===== config.mk =====
export PLATFORM = sky130hd
export DESIGN_NAME = cacheaq_top
export DESIGN_NICKNAME = d
export VERILOG_FILES = /design/src/cacheaq_pkg.sv /design/src/aq_fifo.sv /design/src/rdsw_queues.sv /design/src/wb_queue.sv /design/src/aq_arbiter.sv /design/src/cacheaq_top.sv
export VERILOG_INCLUDE_DIRS = /design/src
export SDC_FILE = /design/constraint.sdc
export NUM_CORES = 2
export LEC_CHECK = 0
export BUFFER_PORTS_ARGS = -buffer_cell sky130_fd_sc_hd__buf_4
export CORE_ASPECT_RATIO = 0.8
export CORE_MARGIN = 3
export CORE_UTILIZATION = 50
export DETAILED_ROUTE_END_ITERATION = 10
export PLACE_DENSITY = 0.68
export SYNTH_ARGS = -nofsm -noshare
export SYNTH_HDL_FRONTEND = slang
export SYNTH_HIERARCHICAL = 1
export SYNTH_SLANG_ARGS = --single-unit

===== constraint.sdc =====
create_clock -name clk_i -period 5.9 [get_ports clk_i]
set_input_delay 0.295 -clock clk_i [delete_from_list [all_inputs] [get_ports clk_i]]
set_output_delay 0.295 -clock clk_i [all_outputs]
set_load 0.03 [all_outputs]

===== src/cacheaq_config.svh =====
`ifndef AQ_CFG_SVH
`define AQ_CFG_SVH

// physical line address, one line per request
`define AQ_ADDR_W 15

// data line and its byte mask
`define AQ_DATA_W 128
`define AQ_MASK_W 16

// auxiliary word, decoded per source
`define AQ_AUX_W 24

// entries in each queue
`define AQ_DEPTH 8

`endif


===== src/cacheaq_pkg.sv =====
`include "cacheaq_config.svh"

package cacheaq_pkg;

    // view used for rd and sw requests
    typedef struct packed {
        logic [7:0] qslot;
        logic [6:0] ptcid;
        logic [2:0] onesize;
        logic       needp1;
        logic       pcd;
        logic       odd_is_greater;
        logic [2:0] pad;
    } aq_rd_aux_t;

    // view used for wb and bus requests
    typedef struct packed {
        logic [`AQ_MASK_W-1:0] byte_mask; // one bit per data byte
        logic [2:0]            onesize;
        logic                  needp1;
        logic                  pcd;
        logic                  odd_is_greater;
        logic [1:0]            pad;
    } aq_wb_aux_t;

    // same 24 bits, the source tells which view applies
    typedef union packed {
        aq_rd_aux_t rd;
        aq_wb_aux_t wb;
    } aq_aux_u;

endpackage


===== src/aq_fifo.sv =====
`timescale 1ns/100ps

module aq_fifo #(
    parameter int WIDTH = 8,
    parameter int DEPTH = 8
) (
    input  logic             clk_i,
    input  logic             rst_i,
    input  logic             clr_i,
    input  logic             push_i,
    input  logic             pop_i,
    input  logic [WIDTH-1:0] din_i,
    output logic [WIDTH-1:0] dout_o,
    output logic             empty_o,
    output logic             full_o
);

    localparam int PTR_W = (DEPTH > 1) ? $clog2(DEPTH) : 1;
    localparam int CNT_W = $clog2(DEPTH + 1);

    logic [WIDTH-1:0] mem [DEPTH];
    logic [PTR_W-1:0] wr_ptr;
    logic [PTR_W-1:0] rd_ptr;
    logic [CNT_W-1:0] count;
    logic             do_push;
    logic             do_pop;

    function automatic logic [PTR_W-1:0] next_ptr(input logic [PTR_W-1:0] ptr);
        return (ptr == PTR_W'(DEPTH - 1)) ? '0 : ptr + 1'b1; // wrap for any depth
    endfunction

    assign do_push = push_i && !full_o; // drop when full
    assign do_pop  = pop_i && !empty_o;
    assign empty_o = (count == '0);
    assign full_o  = (count == CNT_W'(DEPTH));
    assign dout_o  = mem[rd_ptr]; // head shows through

    always_ff @(posedge clk_i) begin
        if (do_push) begin
            mem[wr_ptr] <= din_i;
        end
    end

    always_ff @(posedge clk_i) begin
        if (rst_i || clr_i) begin
            wr_ptr <= '0;
            rd_ptr <= '0;
            count  <= '0;
        end else begin
            if (do_push) begin
                wr_ptr <= next_ptr(wr_ptr);
            end
            if (do_pop) begin
                rd_ptr <= next_ptr(rd_ptr);
            end
            count <= count + CNT_W'(do_push) - CNT_W'(do_pop);
        end
    end

endmodule


===== src/rdsw_queues.sv =====
`timescale 1ns/100ps
`include "cacheaq_config.svh"

module rdsw_queues (
    input  logic                  clk_i,
    input  logic                  rst_i,
    input  logic                  clr_i,
    input  logic                  rd_write_i,
    input  logic [`AQ_ADDR_W-1:0] rd_addr_i,
    input  cacheaq_pkg::aq_aux_u  rd_aux_i,
    input  logic                  sw_write_i,
    input  logic [`AQ_ADDR_W-1:0] sw_addr_i,
    input  cacheaq_pkg::aq_aux_u  sw_aux_i,
    input  logic                  pop_i,
    output logic                  valid_o,
    output logic                  is_sw_o,
    output logic [`AQ_ADDR_W-1:0] addr_o,
    output cacheaq_pkg::aq_aux_u  aux_o,
    output logic                  rd_full_o,
    output logic                  sw_full_o
);

    localparam int ENT_W = `AQ_ADDR_W + `AQ_AUX_W;

    logic [ENT_W-1:0] rd_head;
    logic [ENT_W-1:0] sw_head;
    logic             rd_empty;
    logic             sw_empty;
    logic             rd_pop;
    logic             sw_pop;

    aq_fifo #(.WIDTH(ENT_W), .DEPTH(`AQ_DEPTH)) u_rd_fifo (
        .clk_i   (clk_i),
        .rst_i   (rst_i),
        .clr_i   (clr_i),
        .push_i  (rd_write_i),
        .pop_i   (rd_pop),
        .din_i   ({rd_addr_i, rd_aux_i}),
        .dout_o  (rd_head),
        .empty_o (rd_empty),
        .full_o  (rd_full_o)
    );

    aq_fifo #(.WIDTH(ENT_W), .DEPTH(`AQ_DEPTH)) u_sw_fifo (
        .clk_i   (clk_i),
        .rst_i   (rst_i),
        .clr_i   (clr_i),
        .push_i  (sw_write_i),
        .pop_i   (sw_pop),
        .din_i   ({sw_addr_i, sw_aux_i}),
        .dout_o  (sw_head),
        .empty_o (sw_empty),
        .full_o  (sw_full_o)
    );

    assign is_sw_o = !sw_empty; // store-write goes ahead of read
    assign valid_o = !sw_empty || !rd_empty;
    assign {addr_o, aux_o} = is_sw_o ? sw_head : rd_head;

    // pop only the queue whose head is on offer
    assign sw_pop = pop_i && !sw_empty;
    assign rd_pop = pop_i && sw_empty;

endmodule


===== src/wb_queue.sv =====
`timescale 1ns/100ps
`include "cacheaq_config.svh"

module wb_queue (
    input  logic                  clk_i,
    input  logic                  rst_i,
    input  logic                  clr_i,
    input  logic                  write_i,
    input  logic [`AQ_ADDR_W-1:0] addr_i,
    input  logic [`AQ_DATA_W-1:0] data_i,
    input  cacheaq_pkg::aq_aux_u  aux_i,
    input  logic                  pop_i,
    output logic                  valid_o,
    output logic [`AQ_ADDR_W-1:0] addr_o,
    output logic [`AQ_DATA_W-1:0] data_o,
    output cacheaq_pkg::aq_aux_u  aux_o,
    output logic                  full_o
);

    localparam int DEPTH = `AQ_DEPTH;
    localparam int PTR_W = $clog2(DEPTH);
    localparam int CNT_W = $clog2(DEPTH + 1);

    logic [`AQ_ADDR_W-1:0] addr_mem [DEPTH];
    logic [`AQ_DATA_W-1:0] data_mem [DEPTH];
    cacheaq_pkg::aq_aux_u  aux_mem  [DEPTH];

    logic [PTR_W-1:0]      wr_ptr;
    logic [PTR_W-1:0]      rd_ptr;
    logic [PTR_W-1:0]      tail_ptr;
    logic [CNT_W-1:0]      count;
    logic                  empty;
    logic                  do_pop;
    logic                  merge;
    logic                  append;
    logic [`AQ_DATA_W-1:0] merged_data;
    cacheaq_pkg::aq_aux_u  merged_aux;

    assign empty    = (count == '0);
    assign full_o   = (count == CNT_W'(DEPTH));
    assign valid_o  = !empty;
    assign tail_ptr = (wr_ptr == '0) ? PTR_W'(DEPTH - 1) : wr_ptr - 1'b1; // newest entry
    assign do_pop   = pop_i && !empty;

    // a single entry being popped is both head and tail, so no merge then
    assign merge  = write_i && !empty && (addr_mem[tail_ptr] == addr_i)
                    && !(do_pop && (count == CNT_W'(1)));
    assign append = write_i && !merge && !full_o; // merge still works when full

    assign addr_o = addr_mem[rd_ptr];
    assign data_o = data_mem[rd_ptr];
    assign aux_o  = aux_mem[rd_ptr];

    always_comb begin
        merged_data = data_mem[tail_ptr];
        for (int b = 0; b < `AQ_MASK_W; b++) begin
            if (aux_i.wb.byte_mask[b]) begin
                merged_data[b*8 +: 8] = data_i[b*8 +: 8]; // new byte wins
            end
        end
        merged_aux = aux_i; // other fields follow the new write
        merged_aux.wb.byte_mask = aux_mem[tail_ptr].wb.byte_mask | aux_i.wb.byte_mask;
    end

    always_ff @(posedge clk_i) begin
        if (merge) begin
            data_mem[tail_ptr] <= merged_data;
            aux_mem[tail_ptr]  <= merged_aux;
        end else if (append) begin
            addr_mem[wr_ptr] <= addr_i;
            data_mem[wr_ptr] <= data_i;
            aux_mem[wr_ptr]  <= aux_i;
        end
    end

    always_ff @(posedge clk_i) begin
        if (rst_i || clr_i) begin
            wr_ptr <= '0;
            rd_ptr <= '0;
            count  <= '0;
        end else begin
            if (append) begin
                wr_ptr <= (wr_ptr == PTR_W'(DEPTH - 1)) ? '0 : wr_ptr + 1'b1;
            end
            if (do_pop) begin
                rd_ptr <= (rd_ptr == PTR_W'(DEPTH - 1)) ? '0 : rd_ptr + 1'b1;
            end
            count <= count + CNT_W'(append) - CNT_W'(do_pop);
        end
    end

endmodule


===== src/aq_arbiter.sv =====
`timescale 1ns/100ps
`include "cacheaq_config.svh"

module aq_arbiter (
    input  logic                  bus_ready_i,
    input  logic [`AQ_ADDR_W-1:0] bus_addr_i,
    input  logic [`AQ_DATA_W-1:0] bus_data_i,
    input  logic                  wb_valid_i,
    input  logic [`AQ_ADDR_W-1:0] wb_addr_i,
    input  logic [`AQ_DATA_W-1:0] wb_data_i,
    input  cacheaq_pkg::aq_aux_u  wb_aux_i,
    input  logic                  rdsw_valid_i,
    input  logic                  rdsw_is_sw_i,
    input  logic [`AQ_ADDR_W-1:0] rdsw_addr_i,
    input  cacheaq_pkg::aq_aux_u  rdsw_aux_i,
    input  logic                  read_i,
    output logic                  valid_o,
    output logic [`AQ_ADDR_W-1:0] addr_o,
    output logic [`AQ_DATA_W-1:0] data_o,
    output cacheaq_pkg::aq_aux_u  aux_o,
    output logic                  from_bus_o,
    output logic                  w_o,
    output logic                  sw_o,
    output logic                  r_o,
    output logic                  bus_ack_o,
    output logic                  wb_pop_o,
    output logic                  rdsw_pop_o,
    output logic                  aq_empty_o
);

    logic                 bus_sel;
    logic                 wb_sel;
    logic                 rdsw_sel;
    cacheaq_pkg::aq_aux_u bus_aux;

    // fixed priority bus, wb, rd/sw
    assign bus_sel  = bus_ready_i;
    assign wb_sel   = !bus_ready_i && wb_valid_i;
    assign rdsw_sel = !bus_ready_i && !wb_valid_i && rdsw_valid_i;

    always_comb begin
        bus_aux = '0;
        bus_aux.wb.byte_mask = '1; // fill covers the whole line
    end

    always_comb begin
        if (bus_sel) begin
            addr_o = bus_addr_i;
            data_o = bus_data_i;
            aux_o  = bus_aux;
        end else if (wb_sel) begin
            addr_o = wb_addr_i;
            data_o = wb_data_i;
            aux_o  = wb_aux_i;
        end else begin
            addr_o = rdsw_addr_i;
            data_o = '0; // no data for rd/sw
            aux_o  = rdsw_aux_i;
        end
    end

    assign valid_o    = bus_sel || wb_sel || rdsw_sel;
    assign aq_empty_o = !valid_o;

    assign from_bus_o = bus_sel;
    assign w_o        = wb_sel;
    assign sw_o       = rdsw_sel && rdsw_is_sw_i;
    assign r_o        = rdsw_sel && !rdsw_is_sw_i;

    // read goes to exactly one source
    assign bus_ack_o  = read_i && bus_sel;
    assign wb_pop_o   = read_i && wb_sel;
    assign rdsw_pop_o = read_i && rdsw_sel;

endmodule


===== src/cacheaq_top.sv =====
`timescale 1ns/100ps
`include "cacheaq_config.svh"

module cacheaq_top (
    input  logic                  clk_i,
    input  logic                  rst_i,
    input  logic                  rdsw_clr_i,
    input  logic                  wb_clr_i,
    input  logic                  rd_write_i,
    input  logic [`AQ_ADDR_W-1:0] rd_addr_i,
    input  cacheaq_pkg::aq_aux_u  rd_aux_i,
    input  logic                  sw_write_i,
    input  logic [`AQ_ADDR_W-1:0] sw_addr_i,
    input  cacheaq_pkg::aq_aux_u  sw_aux_i,
    input  logic                  wb_write_i,
    input  logic [`AQ_ADDR_W-1:0] wb_addr_i,
    input  logic [`AQ_DATA_W-1:0] wb_data_i,
    input  cacheaq_pkg::aq_aux_u  wb_aux_i,
    input  logic                  bus_ready_i,
    input  logic [`AQ_ADDR_W-1:0] bus_addr_i,
    input  logic [`AQ_DATA_W-1:0] bus_data_i,
    input  logic                  read_i,
    output logic                  valid_o,
    output logic [`AQ_ADDR_W-1:0] addr_o,
    output logic [`AQ_DATA_W-1:0] data_o,
    output cacheaq_pkg::aq_aux_u  aux_o,
    output logic                  from_bus_o,
    output logic                  w_o,
    output logic                  sw_o,
    output logic                  r_o,
    output logic                  bus_ack_o,
    output logic                  aq_empty_o,
    output logic                  rdaq_full_o,
    output logic                  swaq_full_o,
    output logic                  wbaq_full_o
);

    logic                  rdsw_valid;
    logic                  rdsw_is_sw;
    logic [`AQ_ADDR_W-1:0] rdsw_addr;
    cacheaq_pkg::aq_aux_u  rdsw_aux;
    logic                  rdsw_pop;
    logic                  wb_valid;
    logic [`AQ_ADDR_W-1:0] wb_addr;
    logic [`AQ_DATA_W-1:0] wb_data;
    cacheaq_pkg::aq_aux_u  wb_aux;
    logic                  wb_pop;

    rdsw_queues u_rdsw (
        .clk_i      (clk_i),
        .rst_i      (rst_i),
        .clr_i      (rdsw_clr_i),
        .rd_write_i (rd_write_i),
        .rd_addr_i  (rd_addr_i),
        .rd_aux_i   (rd_aux_i),
        .sw_write_i (sw_write_i),
        .sw_addr_i  (sw_addr_i),
        .sw_aux_i   (sw_aux_i),
        .pop_i      (rdsw_pop),
        .valid_o    (rdsw_valid),
        .is_sw_o    (rdsw_is_sw),
        .addr_o     (rdsw_addr),
        .aux_o      (rdsw_aux),
        .rd_full_o  (rdaq_full_o),
        .sw_full_o  (swaq_full_o)
    );

    wb_queue u_wb (
        .clk_i   (clk_i),
        .rst_i   (rst_i),
        .clr_i   (wb_clr_i),
        .write_i (wb_write_i),
        .addr_i  (wb_addr_i),
        .data_i  (wb_data_i),
        .aux_i   (wb_aux_i),
        .pop_i   (wb_pop),
        .valid_o (wb_valid),
        .addr_o  (wb_addr),
        .data_o  (wb_data),
        .aux_o   (wb_aux),
        .full_o  (wbaq_full_o)
    );

    aq_arbiter u_arb (
        .bus_ready_i  (bus_ready_i),
        .bus_addr_i   (bus_addr_i),
        .bus_data_i   (bus_data_i),
        .wb_valid_i   (wb_valid),
        .wb_addr_i    (wb_addr),
        .wb_data_i    (wb_data),
        .wb_aux_i     (wb_aux),
        .rdsw_valid_i (rdsw_valid),
        .rdsw_is_sw_i (rdsw_is_sw),
        .rdsw_addr_i  (rdsw_addr),
        .rdsw_aux_i   (rdsw_aux),
        .read_i       (read_i),
        .valid_o      (valid_o),
        .addr_o       (addr_o),
        .data_o       (data_o),
        .aux_o        (aux_o),
        .from_bus_o   (from_bus_o),
        .w_o          (w_o),
        .sw_o         (sw_o),
        .r_o          (r_o),
        .bus_ack_o    (bus_ack_o),
        .wb_pop_o     (wb_pop),
        .rdsw_pop_o   (rdsw_pop),
        .aq_empty_o   (aq_empty_o)
    );

endmodule


==> results.cfg <==
[synth]
synth.avg_cell_area_um2 = 21.7
syn_inst = 3774
yosys.cell_types.count = 65
async_sr_flop_fraction = 0
synth.cell_area_um2 = 82000
biggest_area_consumer_among_synthesized_cells = edfxtp_1
yosys_register_bits = 1999
ys.flop_type = edfxtp_1
netlist.area_leader.share = 0.718
synth.most_common_cell = edfxtp_1
synth_top_cells_by_area = edfxtp_1 72%, mux4_2 15%, mux2_2 2.9%
number_of_flops_mapped_to_enable_cells_by_yosys = 1960
yosysSeqAreaShare = 0.727
synth_common_cells = 1960 x edfxtp_1, 545 x mux4_2, 211 x mux2_2
synth_nets = 4206
yosys_warnings = 6

[clock_tree]
cts-htree-levels = 4
tritoncts.num_buffers = 187
clkSlewWorstSetupHoldPaths_ns = 0.06
clkLatencyLatePin_ns = 0.83
post_cts.repair.setup_buffers = 0
clock_tree_from_tritoncts = done
cts.repair.resized = 0
cts.path.max_buffers = 3
clock_root_buffer = clkbuf_16
numClockSinks = 1999

[timing]
grt_setup_unrepaired = no
finalHoldWorstSlack_ns = 0.0877
worst_slack_ns = 0.560
drv_slew = 0
finalSetupViolCount = 0
worst_rel_slew_slack = 0.174
period_minus_slack_ns = 5.34
fin_crit_sh = 0.905
report.final.hold_viol_count = 0
timing_worst_slew_pin_value_ns = 1.23
fmaxAchievable_mhz = 187
finalClockSkew_ns = 0.0431
finalSetupTns_ns = 0

[setup_path]
required_ns = 6.36
timing.critical_path.cells = inv_4 -> ha_1 -> nand2_4 -> mux4_2 -> xor2_1 -> nor4_1 -> a22oi_1 -> or4_1 -> buf_4 -> nor4_4 -> buf_4 -> a21o_1
critical-path-max-stage-delay_ns = 0.88
timing_worst_setup_path_type = reg -> reg
critPathMaxFanout = 32
timing.critical_path.mode_cell = buf_4
cp.arrival_ns = 5.80
timing.critical_path.slowest_stage_cell = or4_1
worstSetupEndpointType = register
worstSetupStartpointType = register

[final_layout]
finish.utilization = 0.598
seqCellArea_um2 = 59700
drive_gt1_frac = 0.381
final_net_count = 5032
nFillCells = 11499
multi_input_combinational_cell_area_um2 = 21100
fin_area_um2 = 97100
layout-area-overhead-vs-synth_pct = 18.4
final_cells = 6919

[global_routing]
gr-usage-all-layers = 0.243
grt_pass1_vias = 41821
initial_antenna_violation_count = 24
grt_max_degree = 113
grt_overflow_total = 0
grt_pass1_wl_mm = 298

[floorplanning]
die_area_um2 = 169000
chipWidth_um = 459
standard_cell_core_area_um2 = 162000
die_height_um = 368
starting_density = 0.505
fp-row-count = 132
io_pins = 574

[drt]
vias_per_cell = 6.07
drtAntennaViolNets = 0
detail_route.first_pass.iterations = 8
detail_route.wirelength_mm = 205
wl_per_cell_um = 29.7
routed-via-count = 41996
drtIter0Drc = 4408
post_route_drc = 0

[placed_design]
pre_cts_setup_slack_ns = 0.604
place.detailed.hpwl_mm = 132
dpl_cell_area_um2 = 88600
place.port_buffers = 573
post-place-cells = 6320
gp_congestion = 0.849

[flow_run]
cap_violations = 0

[pwr]
power_mw = 29.9
power_leakage_nw = 32.6
power-per-cell-area_nw_per_um2 = 308
vdd_ir_drop_max_mv = 0.259

[outcome]
run_status = completed

[hold_path]
classification_of_the_worst_slack_hold_path = in -> reg
==> layout by cell type, fill, tap and decap left out, drive strengths merged, types with 21 or more instances in the layout <==
master / n
bufinv: 21
dlygate4sd3: 235
dfxtp: 39
nor2b: 21
nor2: 32
edfxtp: 1960
mux4: 547
a21o: 132
a22o: 128
o21ai: 23
nand2: 57
mux2i: 46
clkinv: 97
inv: 44
buf: 650
ha: 32
clkbuf: 214
xor2: 21
mux2: 285
==> layer usage <==
metal  routed length [um]  track usage
met3                18600       0.0519
met5                   41            0
met1                85700        0.361
met4                 5360       0.0726
met2                95700        0.367
==> cell families (layout without fill, tap and decap cells) <==
logic type / count (synthesis) / after routing / share of synthesized area
DFF: 1999 / 1999 / 0.727
muxes: 878 / 878 / 0.198
AOI/OAI and AO/OA: 347 / 347 / 0.0331
buffers and inverters: 281 / 1267 / 0.0177
and+or+nand+nor: 206 / 206 / 0.0149
adders and majority gates: 35 / 35 / 0.00561
xor gates and xnor gates: 28 / 28 / 0.00299
other: 0 / 15 / 0
==> cell type report <==
cell class                 count  share of cell area
sequential                  1999               0.614
multi-input combinational   1494               0.217
timing repair buffer         885              0.0758
clock buffer                 214              0.0494
tap                         2144              0.0276
clock inverter               135              0.0142
inverter                      33             0.00130
antenna                       15            0.000386
==> final timing paths <==
| path | end | slack [ns] | cells after the start | start |
|---|---|---|---|---|
| worst max register to register | u_wb/data_mem[2][43] | 0.56 | 12 | u_wb/wr_ptr[0] |
| worst max-delay path | u_wb/data_mem[2][43] | 0.56 | 12 | u_wb/wr_ptr[0] |
| worst min register to register | register | 0.49 | 2 | u_wb/rd_ptr[2] |
| worst min-delay path | u_rdsw/u_sw_fifo/wr_ptr[0] | 0.09 | 3 | sw_write_i |
==> power breakdown <==
part	internal, mW	switching (mW)	leakage (nW)	total (mW)
Clock	6.81	5.25	3.01	12.1
Combinational	0.865	1.15	11.5	2.01
Sequential	15.8	0.0644	18.1	15.9
Total	23.5	6.46	32.6	29.9
==> state kept, by name (all words and copies together) (netlist names), 4 cells and up, named ones only <==
name	cells
u_wb/data_mem	1024
u_rdsw/u_sw_fifo/count	4
u_wb/count	4
u_rdsw/u_rd_fifo/mem	312
u_rdsw/u_sw_fifo/mem	312
u_rdsw/u_rd_fifo/count	4
u_wb/aux_mem	192
u_wb/addr_mem	120
==> worst max-delay path: cells and delay by family, from the launching register on <==
| family | cells | cell delay, ns |
|---|---|---|
| xor+xnor | 1 | 0.16 |
| mux | 1 | 0.40 |
| buf+inv | 3 | 0.78 |
| simple gates | 4 | 1.79 |
| fa+ha+maj | 1 | 0.37 |
| compound gates | 2 | 0.69 |
| flops | 1 | 0.75 |
==> what timing repair did <==
action,CTS,global route
hold endpoints to repair,1851,0
hold buffers,235,0
endpoints found under the setup margin,0,0
No activity file was read; power rests on OpenSTA's default activity.
